## src/source/obi_mem_pkg.sv

```systemverilog
// Shared OBI bus types, address map and PMA region table; imported by every subsystem module
`default_nettype none

package obi_mem_pkg;

    // ----------------------------------------------------------
    // Bus geometry
    // ----------------------------------------------------------

    // Byte address and data word widths of both OBI ports
    localparam int ADDR_W = 32;
    localparam int DATA_W = 32;

    // Word index bits used by the SRAM, taken from addr[13:2]
    localparam int MEM_IDX_W = 12;

    // ----------------------------------------------------------
    // Bus payloads
    // ----------------------------------------------------------

    // Address phase of one OBI transfer
    typedef struct packed {
        logic [ADDR_W-1:0]   addr;
        logic                we;
        // One enable per byte lane
        logic [DATA_W/8-1:0] be;
        logic [DATA_W-1:0]   wdata;
        // Set on instruction-port requests
        logic                fetch;
    } obi_req_t;

    // Response phase, presented together with rvalid
    typedef struct packed {
        logic [DATA_W-1:0] rdata;
        logic              err;
    } obi_rsp_t;

    // ----------------------------------------------------------
    // Physical memory attributes
    // ----------------------------------------------------------

    // One region, bounds are word addresses (addr[31:2]) and inclusive
    typedef struct packed {
        logic [ADDR_W-3:0] word_addr_low;
        logic [ADDR_W-3:0] word_addr_high;
        // Memory-like region, instruction fetch allowed
        logic              main;
    } pma_region_t;

    localparam int PMA_NUM_REGIONS = 3;

    // Region map
    //   code 0x0000_0000 .. 0x0000_0FFF  main
    //   data 0x0000_1000 .. 0x0000_1FFF  main
    //   io   0x0000_2000 .. 0x0000_20FF  not main
    localparam pma_region_t PMA_CFG [PMA_NUM_REGIONS] = '{
        '{word_addr_low:  30'h0000_0000,
          word_addr_high: 30'h0000_03FF,
          main:           1'b1},
        '{word_addr_low:  30'h0000_0400,
          word_addr_high: 30'h0000_07FF,
          main:           1'b1},
        '{word_addr_low:  30'h0000_0800,
          word_addr_high: 30'h0000_083F,
          main:           1'b0}
    };

endpackage : obi_mem_pkg

`default_nettype wire

```

## src/source/obi_port_arbiter.sv

```systemverilog
// Round-robin merge of the instruction and data OBI ports onto one memory, with response steering
`timescale 1ns/100ps
`default_nettype none

module obi_port_arbiter
    import obi_mem_pkg::*;
(
    input  wire logic     clk_i,
    input  wire logic     rst_n_i,

    // Instruction port, request already tied off to a fetch
    input  wire logic     instr_req_i,
    input  wire obi_req_t instr_pkt_i,
    output logic          instr_gnt_o,

    // Data port
    input  wire logic     data_req_i,
    input  wire obi_req_t data_pkt_i,
    output logic          data_gnt_o,

    // Merged request towards the memory
    output obi_req_t      mem_req_o,
    output logic          mem_req_valid_o,

    // Memory response, one cycle after the grant
    input  wire logic     mem_rvalid_i,
    input  wire obi_rsp_t mem_rsp_i,

    // Steered responses
    output logic          instr_rvalid_o,
    output obi_rsp_t      instr_rsp_o,
    output logic          data_rvalid_o,
    output obi_rsp_t      data_rsp_o
);

    // High when the data port wins the next contested cycle
    logic prio_data_q;
    // Port that owns the response of the previous grant, 1 means instruction
    logic owner_instr_q;
    // Both ports request in this cycle
    logic contested;

    // ----------------------------------------------------------
    // Grant selection
    // ----------------------------------------------------------

    assign contested = instr_req_i & data_req_i;

    // Memory always accepts, so a lone request is granted at once
    assign data_gnt_o  = data_req_i & (~instr_req_i | prio_data_q);
    assign instr_gnt_o = instr_req_i & (~data_req_i | ~prio_data_q);

    // Any request produces exactly one grant
    assign mem_req_valid_o = instr_req_i | data_req_i;

    // Winner's request goes to memory, fetch follows the winning port
    always_comb begin
        if (instr_gnt_o) begin
            mem_req_o = instr_pkt_i;
        end else begin
            mem_req_o = data_pkt_i;
        end
        mem_req_o.fetch = instr_gnt_o;
    end

    // ----------------------------------------------------------
    // Round-robin and ownership state
    // ----------------------------------------------------------

    always_ff @(posedge clk_i or negedge rst_n_i) begin
        if (!rst_n_i) begin
            // Data first after reset
            prio_data_q   <= 1'b1;
            owner_instr_q <= 1'b0;
        end else begin
            // Loser of a contested cycle gets priority next time
            if (contested) begin
                prio_data_q <= ~data_gnt_o;
            end
            // Remember who gets the response in the next cycle
            owner_instr_q <= instr_gnt_o;
        end
    end

    // ----------------------------------------------------------
    // Response steering
    // ----------------------------------------------------------

    // Payload shared, rvalid marks the owner
    assign instr_rvalid_o = mem_rvalid_i & owner_instr_q;
    assign data_rvalid_o  = mem_rvalid_i & ~owner_instr_q;
    assign instr_rsp_o    = mem_rsp_i;
    assign data_rsp_o     = mem_rsp_i;

endmodule : obi_port_arbiter

`default_nettype wire

```

## config.mk

```make
export PLATFORM = sky130hd
export DESIGN_NAME = obi_port_arbiter
export DESIGN_NICKNAME = d
export VERILOG_FILES = /design/src/source/obi_mem_pkg.sv /design/src/source/obi_port_arbiter.sv
export SDC_FILE = /design/constraint.sdc
export NUM_CORES = 1
export LEC_CHECK = 0
export ABC_AREA = 1
export BUFFER_PORTS_ARGS = -buffer_cell sky130_fd_sc_hd__buf_2
export CAP_MARGIN = 20
export CORE_AREA = 2 2 122 124
export DETAILED_ROUTE_END_ITERATION = 6
export DIE_AREA = 0 0 124 126
export GPL_TIMING_DRIVEN = 0
export MAX_ROUTING_LAYER = met4
export PLACE_DENSITY_LB_ADDON = 0.1
export SLEW_MARGIN = 20
export SYNTH_ARGS = -nofsm -noshare
export SYNTH_HDL_FRONTEND = slang
export SYNTH_SLANG_ARGS = --single-unit
export TNS_END_PERCENT = 20
```

## constraint.sdc

```tcl
create_clock -name clk_i -period 1.15 [get_ports clk_i]
set_input_delay 0.115 -clock clk_i [delete_from_list [all_inputs] [get_ports clk_i]]
set_output_delay 0.115 -clock clk_i [all_outputs]
set_load 0.1 [all_outputs]
```

Word-level counts from Yosys, hierarchy flattened
Index checks and enable logic that the tools add are counted.
W data, S select, Z words.

word-level totals
  output and inout port bits = 141
  input port bits = 178
  bits in registers = 2

cells by class
  bitwise operators = 13
  mux-type cells = 1

operator list
  operator       count
  $mux W70       1
  $and A1 B1 Y1  5
  $not A1 Y1     5
  $or A1 B1 Y1   3

Longest topological paths before layout
  word-level depth = 4
  mapped depth = 5
  mapped depth without buffers = 4

Worst setup path before layout
No wires, ideal clock.

  path kind = reg2out
  start = register prio_data_q
  end = output port data_gnt_o
  buffers on the path = 0
  required time = 1.035 ns
  path slack = -0.996 ns
  stages on the path, launching flop included = 3
  arrival = 2.031 ns
  path through = dfstp_2 > inv_1 > a21oi_1

on the way
  cells in the longest elaborated chain, start to end = 2

RTL lines
  what                      line                    source
  start: declaration        obi_port_arbiter.sv:37  logic prio_data_q;
  start signal: assignment  obi_port_arbiter.sv:78  prio_data_q <= ~data_gnt_o;
  $or A1 B1 Y1              obi_port_arbiter.sv:50  assign data_gnt_o = data_req_i & (~instr_req_i | prio_data_q);
  $and A1 B1 Y1             obi_port_arbiter.sv:50
  end: declaration          obi_port_arbiter.sv:19  output logic data_gnt_o,

No other way between the ends.

==> summary.txt <==
Pwr
  – PwrDens: 1307 nW/um^2
  – Leakage power: approximately 2.8 nW
  – Design Power: between 6 and 7 mW
  – IR drop worst, VDD: about 0.68 mV

STA
  – RSZ-0062 raised after global routing: yes
  – Setup Total Neg Slack: -36,400 ps
  – Finish-stage setup viols: 73
  – Final clock skew: 2.800 ps
  – Post-route minimum period: between 1500 and 2000 ps
  – Pins Over Slew Limit: 0
  – Final Hold Violating Endpoints: 0
  – Worst slew margin relative to its limit: between 60 and 70%
  – Min setup slack post-route: -575.4 ps
  – Measured slew at the worst slew-check pin: slightly below 500 ps
  – Final clock period utilization by the worst path: 150.0%
  – Max Clk Rate: just under 600 MHz

Clock network
  – Maximum level of the CTS H-tree: 1
  – Sinks on the clock net: 2
  – Cts bufs inserted: 3
  – Clock tree from TritonCTS: yes
  – Deepest clock path buffer count: 2
  – Clock slew at reported path FFs: 30 ps
  – Worst-skew pair later-pin latency: 220 ps
  – Root buffer cell: sky130_fd_sc_hd__clkbuf_16

Hold path
  – Worst min-delay path category: input port to async pin

Setup path
  – Peak fanout along the critical path: 10
  – Worst path buffer plus inverter count: 2
  – Cell with the biggest individual delay on the critical path: sky130_fd_sc_hd__dfstp_2
  – Crit-path leading delay family: flip-flops
  – Sort of element at the end of the critical path: output port
  – Required arrival time at the worst endpoint: around 1000 ps
  – Arrival time of the worst setup path: 1610 ps
  – Setup Crit Path Kind: flop to output port
  – Kind of start point of the critical path: flop
  – CP max stage delay: 570 ps
  – Cell Chain, Critical Path: nand2_8 > nand2_4 > buf_6 > nand2_1 > nand2_2 > buf_12

Floorplanning
  – Area of the core: between 10,000 and 15,000 um^2
  – Initial Utilization: between 10 and 15%
  – Total die area: between 15,000 and 20,000 um^2
  – Die outline width: approximately 120 um
  – Top-level port count: 319
  – Rows: 44
  – Chip height: 126 um

Status
  – Violations in the final reports: setup timing
  – Result of the run: finished, violations left

Placed design
  – Placer Congestion: between 0.7 and 0.8
  – Detail Placement HPWL: between 7 and 8 mm
  – Number of I/O port buffers: between 200 and 300

Finish
  – Highest-count cells in the layout ignoring fill and taps: sky130_fd_sc_hd__buf_2, sky130_fd_sc_hd__nand2_1, sky130_fd_sc_hd__buf_12, sky130_fd_sc_hd__buf_4, sky130_fd_sc_hd__nand3_1
  – Most common cell after layout, fill and taps aside: sky130_fd_sc_hd__buf_2
  – Diode count: 0
  – Layout net count: 785
  – Signed area change from the synthesized netlist to the final layout: 220.7%
  – Ratio of cells with drive above 1 in the final layout: around three quarters

Global route
  – Vias in the first global route: about 2,900
  – Maximum number of pins on one net before global-route repair: 11
  – Sum of overflow across all layers after global routing: 0
  – GR Util All Layers: between 10 and 15%
  – Antenna violations before repair: 0
  – Global-route wire length before repair: 13.76 mm

Synth
  – Cell area after technology mapping: between 1500 and 2000 um^2
  – Sequential share of the synthesized area: under 10%
  – Count of cell types in the netlist: 13
  – Average cell area after synthesis: a little over 5 um^2
  – Cell count after synthesis: ~310
  – Mapped Nets: approximately 500
  – Number of warnings issued by yosys: 0
  – Register bit count reported by yosys: 2

Routing
  – First-iteration detailed-routing DRC count: 54
  – Final wirelength: roughly 10 mm
  – DRC errors left: 0
  – Antenna viol nets, final: 0
  – Number of iterations in the first detailed-routing pass: 6
  – Detailed-route via count: approximately 3,000
  – WL/cell: roughly 13 um
  – Ratio of routed vias to standard cells: approximately 3.8

Run
  – Count of maximum capacitance violations: 0
## through the flow
step	hold WS, ps	utilization, %	setup slack [ps]	cells	instance area, um^2
6_report	207.6	35.77	-575.4	790	5120
5_1_grt	209.1	35.77	-623.9	790	5120
4_1_cts	204.8	34.16	-602.9	787	4890
3_5_place_dp	-93.79	25.10	-715.8	780	3592
3_3_place_gp	-97.29	25.10	-711.9	780	3592
2_1_floorplan	-180.6	-	-578.6	313	1946
## layout make-up
type / instances / area [um^2]
Buffer: 88 / 704.4
Timing Repair Buffer: 289 / 2597
Clock buffer: 4 / 78.83
Sequential cell: 2 / 51.30
Fill cell: 1494 / 9194
Tap cell: 184 / 230.2
Multi-Input combinational cell: 218 / 1435
Inverter: 5 / 22.52
## synth_stat cells
cell                       count  share of area [%]
sky130_fd_sc_hd__inv_1         5                1.2
sky130_fd_sc_hd__nand2_2       2               0.78
sky130_fd_sc_hd__buf_6         1               0.71
sky130_fd_sc_hd__a21oi_1       1               0.31
sky130_fd_sc_hd__dfstp_2       1                1.6
sky130_fd_sc_hd__or2_2         1               0.39
sky130_fd_sc_hd__nand3_1      70                 22
sky130_fd_sc_hd__clkbuf_1      5                1.2
sky130_fd_sc_hd__nand2_1     142                 33
sky130_fd_sc_hd__nor2_1        1               0.23
sky130_fd_sc_hd__dfrtp_1       1                1.6
sky130_fd_sc_hd__buf_2        15                4.7
sky130_fd_sc_hd__buf_4        68                 32
## state kept, by name, summed over array words and instances, names as in the netlist
signal         flops
owner_instr_q      1
prio_data_q        1
## layer usage
| layer | global-route usage [%] | part of all wire (%) | up-vias |
|---|---|---|---|
| li1 | - | - | 1508 |
| met4 | 2.313 | 1.0 | 0 |
| met2 | 23.88 | 57 | 172 |
| met1 | 10.87 | 33 | 1325 |
| met3 | 1.495 | 8.7 | 10 |
| met5 | - | 0 | - |
## cell families (layout without fill, tap and decap cells)
family | after synthesis | after routing | share of synthesized area (%)
simple gates | 216 | 217 | 56.74
buf+inv | 94 | 386 | 39.73
flops | 2 | 2 | 3.213
compound gates | 1 | 1 | 0.3132
## worst paths after layout
kind / start / end / slack [ps] / cells past startpoint
worst max register to register: prio_data_q$_DFFE_PN1P_ / owner_instr_q$_DFF_PN0_ / -50 / 4
min in group clk_i: data_req_i / prio_data_q$_DFFE_PN1P_ / 210 / 3
worst max-delay path: prio_data_q$_DFFE_PN1P_ / mem_req_o[39] / -580 / 6
max in group asynchronous: rst_n_i / prio_data_q$_DFFE_PN1P_ / 750 / 2
worst min-delay path: rst_n_i / owner_instr_q$_DFF_PN0_ / 210 / 2
worst min register to register: prio_data_q$_DFFE_PN1P_ / prio_data_q$_DFFE_PN1P_ / 630 / 3
## power by group
| part | total (mW) | switching (mW) | internal (mW) |
|---|---|---|---|
| Clock | 0.547 | 0.0898 | 0.457 |
| Sequential | 0.103 | 0.0162 | 0.0868 |
| Combinational | 6.04 | 4.12 | 1.92 |
## timing repair
action	in CTS	in global routing
hold buffers	1	0
endpoints found under the setup margin	76	74
gates resized for setup	323	53
endpoints found under the hold margin	2	0
gates cloned	1	3
setup buffers	1	1
pin swaps	2	5
No activity file was read; power rests on OpenSTA's default activity.
