### src/source/obi_mem_pkg.sv
// Shared OBI bus types, address map and PMA region table; imported by every subsystem module
`default_nettype none

package obi_mem_pkg;

    // ----------------------------------------------------------
    // Bus geometry
    // ----------------------------------------------------------

    // Byte address and data word widths of both OBI ports
    localparam int ADDR_W = 32;
    localparam int DATA_W = 32;

    // Word index bits used by the SRAM, taken from addr[13:2]
    localparam int MEM_IDX_W = 12;

    // ----------------------------------------------------------
    // Bus payloads
    // ----------------------------------------------------------

    // Address phase of one OBI transfer
    typedef struct packed {
        logic [ADDR_W-1:0]   addr;
        logic                we;
        // One enable per byte lane
        logic [DATA_W/8-1:0] be;
        logic [DATA_W-1:0]   wdata;
        // Set on instruction-port requests
        logic                fetch;
    } obi_req_t;

    // Response phase, presented together with rvalid
    typedef struct packed {
        logic [DATA_W-1:0] rdata;
        logic              err;
    } obi_rsp_t;

    // ----------------------------------------------------------
    // Physical memory attributes
    // ----------------------------------------------------------

    // One region, bounds are word addresses (addr[31:2]) and inclusive
    typedef struct packed {
        logic [ADDR_W-3:0] word_addr_low;
        logic [ADDR_W-3:0] word_addr_high;
        // Memory-like region, instruction fetch allowed
        logic              main;
    } pma_region_t;

    localparam int PMA_NUM_REGIONS = 3;

    // Region map
    //   code 0x0000_0000 .. 0x0000_0FFF  main
    //   data 0x0000_1000 .. 0x0000_1FFF  main
    //   io   0x0000_2000 .. 0x0000_20FF  not main
    localparam pma_region_t PMA_CFG [PMA_NUM_REGIONS] = '{
        '{word_addr_low:  30'h0000_0000,
          word_addr_high: 30'h0000_03FF,
          main:           1'b1},
        '{word_addr_low:  30'h0000_0400,
          word_addr_high: 30'h0000_07FF,
          main:           1'b1},
        '{word_addr_low:  30'h0000_0800,
          word_addr_high: 30'h0000_083F,
          main:           1'b0}
    };

endpackage : obi_mem_pkg

`default_nettype wire

### src/source/obi_pma_check.sv
// Combinational PMA lookup that allows or denies the access currently granted to memory
`timescale 1ns/100ps
`default_nettype none

module obi_pma_check
    import obi_mem_pkg::*;
(
    // Merged request from the arbiter
    input  wire obi_req_t mem_req_i,
    input  wire logic     mem_req_valid_i,

    // High when the access may touch memory
    output logic          pma_ok_o
);

    // Word address of the access, compared against region bounds
    logic [ADDR_W-3:0]          word_addr;
    // One hit bit per region
    logic [PMA_NUM_REGIONS-1:0] region_hit;
    // One permission bit per region for this access type
    logic [PMA_NUM_REGIONS-1:0] region_allow;

    assign word_addr = mem_req_i.addr[ADDR_W-1:2];

    // ----------------------------------------------------------
    // Region compare
    // ----------------------------------------------------------

    always_comb begin
        for (int r = 0; r < PMA_NUM_REGIONS; r++) begin
            // Inclusive bounds on both sides
            region_hit[r] = (word_addr >= PMA_CFG[r].word_addr_low) &&
                            (word_addr <= PMA_CFG[r].word_addr_high);

            // Loads and stores go anywhere mapped
            // fetch only from main regions
            region_allow[r] = region_hit[r] &
                              (~mem_req_i.fetch | PMA_CFG[r].main);
        end
    end

    // ----------------------------------------------------------
    // Decision
    // ----------------------------------------------------------

    // Unmapped addresses hit no region and are denied
    // regions do not overlap, so any allowing hit is enough
    assign pma_ok_o = mem_req_valid_i & (|region_allow);

endmodule : obi_pma_check

`default_nettype wire

### config.mk
export PLATFORM = sky130hd
export DESIGN_NAME = obi_pma_check
export DESIGN_NICKNAME = d
export VERILOG_FILES = /design/src/source/obi_mem_pkg.sv /design/src/source/obi_pma_check.sv
export SDC_FILE = /design/constraint.sdc
export NUM_CORES = 1
export LEC_CHECK = 0
export BUFFER_PORTS_ARGS = -buffer_cell sky130_fd_sc_hd__buf_2
export CORE_AREA = 2 2 39 41
export DETAILED_ROUTE_END_ITERATION = 7
export DIE_AREA = 0 0 41 43
export PLACE_DENSITY = 0.73
export SLEW_MARGIN = 20
export SYNTH_ARGS = -nofsm -noshare
export SYNTH_HDL_FRONTEND = slang
export SYNTH_SLANG_ARGS = --single-unit
### constraint.sdc
create_clock -name vclk -period 3.1
set_input_delay 0.465 -clock vclk [all_inputs]
set_output_delay 0.465 -clock vclk [all_outputs]
set_load 0.02 [all_outputs]
After elaboration in Yosys (flattened, before gate mapping). Index checks and enable logic that the tools add are counted.

Order comparisons: 6. Bitwise gates (word level): 3. Reductions and logical operators: 4.

Operators by type and width (count): >= comparator 30 x 1 -> 1 bit, second input constant (1); >= comparator 30 x 11 -> 1 bit, second input constant (1); >= comparator 30 x 12 -> 1 bit, second input constant (1); less-or-equal comparator 30 x 10 -> 1 bit, second input constant (1); less-or-equal comparator 30 x 11 -> 1 bit, second input constant (1); less-or-equal comparator 30 x 12 -> 1 bit, second input constant (1); logical AND 1 bit (3); OR reduction 3 bit (1); AND 1 bit (2); inverter 1 bit (1).

Flip-flop bits (word level): 0. Input port bits: 71. Output and inout bits: 1. Word-level logic and storage cells: 13.

Logic depth before layout (Yosys ltp). Gate-level depths: netlist (run 1).

Depth after elaboration: 5. Depth in mapped cells: 3. Depth with buffers taken out: 3.

Least setup slack after synthesis (run 1). No wires, ideal clock.

Kind: input -> output. Start: input port mem_req_i[50] (netlist name). End: output port pma_ok_o. Data arrival time: 1.504 ns. Data required time: 2.635 ns. Path slack: 1.131 ns. Cell stages on the path: 3. Buffers on the path: 0. Cell sequence: or4_1 > o31a_1 > nor3_2.

Cells in the longest elaborated chain, start to end: 5. Elaborated cells on any way between the ends: 12. Classes of those cells: 6 x order compare; 2 x bitwise; 4 x reduce/logical.

Ends and longest elaborated chain: from (decl) (RTL line obi_pma_check.sv:9) `input wire obi_req_t mem_req_i,`; >= comparator 30 x 12 -> 1 bit or less-or-equal comparator 30 x 12 -> 1 bit (tied branches) (RTL line obi_pma_check.sv:32, obi_pma_check.sv:33); logical AND 1 bit (RTL line obi_pma_check.sv:32) `region_hit[r] = (word_addr >= PMA_CFG[r].word_addr_low) &&`; AND 1 bit (RTL line obi_pma_check.sv:37) `region_allow[r] = region_hit[r] &`; OR reduction 3 bit (*) (RTL line obi_pma_check.sv:48) `assign pma_ok_o = mem_req_valid_i & (|region_allow);`; AND 1 bit (*) (RTL line obi_pma_check.sv:48); to (decl) (RTL line obi_pma_check.sv:13) `output logic pma_ok_o`.

Mark *: on every way between the ends. The rest lies on a longest branch, timed or not.

Worst setup path after layout (run 1). Same ends and word-level chain as after synthesis.

==> results of run 1 <==
[cell usage after synthesis]
master and number:
nor2_1 1, nand2_1 1, or4_1 1, nor4_1 4, nor3_2 1, nand4_1 1
o31a_1 1
[where the power goes]
part           switching (mW)  leakage (nW)  internal (mW)
Combinational         0.00593         0.116         0.0129
Sequential                  0             0              0
Clock                       0             0              0
[worst paths after layout]
| kind | endpoint | depth (start not counted) | start | slack, ns |
|---|---|---|---|---|
| max | pma_ok_o | 5 | mem_req_i[50] | 1.04 |
| min | pma_ok_o | 4 | mem_req_valid_i | 1.27 |
[worst max-delay path, delay by kind of cell]
family | cells | cell delay, ns
and+or+nand+nor | 2 | 0.60
buffers and inverters | 2 | 0.27
AOI/OAI and AO/OA | 1 | 0.26
[kinds of logic (layout without fill, tap and decap cells)]
logic type             Yosys count  in the layout  synth area share [%]
and+or+nand+nor                  9              9                  86.5
AOI/OAI and AO/OA                1              1                  13.5
buffers and inverters            0             27                     0
[through the flow]
stage	util [%]	setup slack, ns	cell area (um^2)	cells	hold WS [ns]
after floorplan	-	1.13	65.1	10	1.05
after global placement	15.9	1.03	220	53	1.27
after detailed placement	15.9	1.03	220	53	1.27
after CTS	15.9	1.02	220	53	1.27
after global routing	15.9	0.995	220	53	1.29
final	15.9	1.04	220	53	1.27
[metal layers]
layer  routed length, um  vias to the layer above
li1                    -                       99
met1                 252                       73
met2                 155                       26
met3                 162                        0
met4                   0                        0
met5                   0                        -
[layout by cell type (no fill, tap or decap)]
master / Yosys / final
buf_2: 0 / 27
nor4_1: 4 / 4
nand4_1: 1 / 1
nor2_1: 1 / 1
nand2_1: 1 / 1
or4_1: 1 / 1
o31a_1: 1 / 1
nor3_2: 1 / 1
[cell type report]
cell class	count	area (um^2)
timing repair buffer	27	135
multi-input combinational	10	65.1
tap	16	20.0
fill	163	1160
==> out/qor.csv, run 1 <==
metric;value;unit
outcome;complete, no violations;
grt_max_degree;2;
cp-end-kind;primary output;
rsz0062_at_grt;false;
hp-class;in -> out;
hold_viol;0;
wl;569;um
crit_path_max_fanout;1;
critical_path_class;in -> out;
nets;110;
synth.area.top_cells;nor4_1, nor3_2, o31a_1;
synth_top_cell_area_share;38.5;%
maxCapViolations;0;
layout_worst_path_cycle_share;66.6;%
cp.required;2.63;ns
max_stage_delay;0.51;ns
first_iter_violations;0;
drcViolationCount;0;
via_count;198;
gp_congestion;0.677;
period_needed;2.06;ns
dieWidth;41;um
core;0.00138;mm^2
max_clock_freq;484;MHz
cts_setup_buffers;0;
slew_headroom;83.1;%
grt_pass1_wl;793;um
syn-instance-count;10;
fin_setup_tns;0;ns
ant_nets;0;
nClkBuffers;0;
initial_core_util;4.70;%
detail_route.wl_per_cell;10.7;um
crit_top_cell;buf_2;
top_usage_layer;met1;
grt-ovfl-total;0;
p_per_area;85.4;mW/mm^2
ys_warn_count;0;
syn_nets;81;
leakage;0.116;nW
irDropWorstVdd;0.0000225;V
met1_usage;10.1;%
crit_chain;buf_2, or4_1, o31a_1, nor3_2, buf_2;
worst_slew_pin_slew;0.251;ns
grt_use_met3;3.14;%
yosysSeqAreaShare;0;%
rows;14;
critical_path.slowest_cell;or4_1;
synth.largest_area_cell;nor4_1;
cts_resized;0;
grt_usage;6.59;%
design.seq.count;0;
cts_hold_buf;0;
regArea;0;um^2
vias_per_cell;3.74;
synth_cell_types;7;
antenna_cells;0;
finalSetupViolCount;0;
avgSynthCellArea;6.51;um^2
grt_use_met2;8.75;%
syn-cell-area;65.1;um^2
grt_pass1_vias;201;
die-area;0.00176;mm^2
cp-start-kind;input pin;
die_y;43;um
drive_above_1_share;75.7;%
cp.arrival;1.60;ns
dr.pass1.iters;1;
antenna_found_initial;0;
syn_to_final_growth;238;%
slew_viol_final;0;
portBuffers;27;
power.total;0.0188;mW
io_pins;72;
Power figures use the tool's default switching activity.
==> inputs of run 2 (changes only) <==
--- a/config.mk
+++ b/config.mk
@@ -9,7 +9,7 @@
 export CORE_AREA = 2 2 39 41
 export DETAILED_ROUTE_END_ITERATION = 7
 export DIE_AREA = 0 0 41 43
-export PLACE_DENSITY = 0.73
+export PLACE_DENSITY = 0.75
 export SLEW_MARGIN = 20
 export SYNTH_ARGS = -nofsm -noshare
 export SYNTH_HDL_FRONTEND = slang
==> constraint.sdc (replaced) <==
create_clock -name vclk -period 1.8
set_input_delay 0.27 -clock vclk [all_inputs]
set_output_delay 0.27 -clock vclk [all_outputs]
set_load 0.02 [all_outputs]
==> out/qor.csv, run 2 (synthesis results as in run 1) <==
metric;value;unit;change
outcome;complete, no violations;;
drcViolationCount;0;;unchanged
hold_viol;0;;unchanged
dieWidth;41;um;unchanged
slew_headroom;77.6;%;-5.5 points
leakage;0.116;nW;unchanged
via_count;195;;-1.5%
final_common_cell;buf_2;;
switchingPower;0.0103;mW;+74%
pre_cts_ws;0.0743;ns;-0.951 ns
placed_area;220;um^2;unchanged
cts_setup_buffers;0;;unchanged
finalSetupViolCount;0;;unchanged
setup_slack;0.105;ns;-0.931 ns
nets;110;;unchanged
cp-end-kind;primary output;;
fin_area;220;um^2;unchanged
grt_usage;6.39;%;-0.20 points
final_cell_mix;buf_2, nor4_1;;
grt_max_degree;2;;unchanged
rows;14;;unchanged
dr.pass1.iters;1;;unchanged
first_iter_violations;0;;unchanged
period_needed;1.69;ns;
core;0.00138;mm^2;unchanged
vias_per_cell;3.68;;-1.5%
pwr-share-clk;0;%;unchanged
critical_path_class;in -> out;;
antenna_cells;0;;unchanged
cts_resized;0;;unchanged
portBuffers;27;;unchanged
fin_setup_tns;0;ns;unchanged
regArea;0;um^2;unchanged
switching_share;31.7;%;+0.19 points
max_clock_freq;590;MHz;
syn_to_final_growth;238;%;unchanged
intPower;0.0222;mW;+72%
n_fill_cell;157;;-3.7%
multi_input_area;65.1;um^2;unchanged
final_util;15.9;%;unchanged
slew_viol_final;0;;unchanged
irDropWorstVdd;0.0000367;V;+63%
cp.required;1.53;ns;-1.10 ns
pwr-share-seq;0;%;unchanged
cp-start-kind;input pin;;
comb_power_share;100.0;%;about the same
wl;573;um;+0.70%
hp-class;in -> out;;
drive_above_1_share;75.7;%;unchanged
cp.arrival;1.42;ns;-0.18 ns
gp_congestion;0.638;;-5.7%
crit_path_max_fanout;1;;unchanged
die-area;0.00176;mm^2;unchanged
grt-ovfl-total;0;;unchanged
grt_pass1_wl;745;um;-6.1%
worst_slew_pin_slew;0.332;ns;+0.0813 ns
layout_worst_path_cycle_share;94.2;%;
antenna_found_initial;0;;unchanged
detail_route.wl_per_cell;10.8;um;+0.70%
initial_core_util;4.70;%;unchanged
ant_nets;0;;unchanged
design.seq.count;0;;unchanged
grt_pass1_vias;193;;-4.0%
p_per_area;148;mW/mm^2;+73%
io_pins;72;;unchanged
rsz0062_at_grt;false;;
maxCapViolations;0;;unchanged
cts_hold_buf;0;;unchanged
die_y;43;um;unchanged
nClkBuffers;0;;unchanged
==> run 2: cell counts in the layout (fill, tap and decap cells not counted) <==
Identical to the previous run, type by type.
==> run 2: routing by layer <==
layer	global-route usage [%]	share of wire [%]	vias up
met5	0	0	-
met4	0	0	0
met3	5.24	32	0
met2	8.13	27	27
met1	8.86	40	69
li1	-	-	99
==> run 2: worst paths after layout <==
kind	slack, ns	from	depth (start not counted)	end
min	0.88	mem_req_valid_i	4	pma_ok_o
max	0.11	mem_req_i[50]	5	pma_ok_o
==> run 2: power by group through the flow <==
stage	clock (mW)	sequential, mW	combinational (mW)
2_1_floorplan	0	0	0.00443
3_3_place_gp	0	0	0.0315
3_5_place_dp	0	0	0.0331
4_1_cts	0	0	0.0333
5_1_grt	0	0	0.0373
6_report	0	0	0.0325
==> run 2: layout make-up <==
cell class,count,area share (%)
timing repair buffer,27,61.4
multi-input combinational,10,29.5
tap,16,9.09
==> run 2: worst max-delay path, cell delays in order <==
cell    delay, ns
buf_2        0.09
or4_1        0.53
o31a_1       0.27
nor3_2       0.09
buf_2        0.17
==> run 2: stage by stage <==
stage          std cells  total power, mW  hold slack [ns]
4_1_cts               53           0.0333            0.883
5_1_grt               53           0.0373            0.901
6_report              53           0.0325            0.881
3_5_place_dp          53           0.0331            0.883
2_1_floorplan         10          0.00443            0.659
3_3_place_gp          53           0.0315            0.881
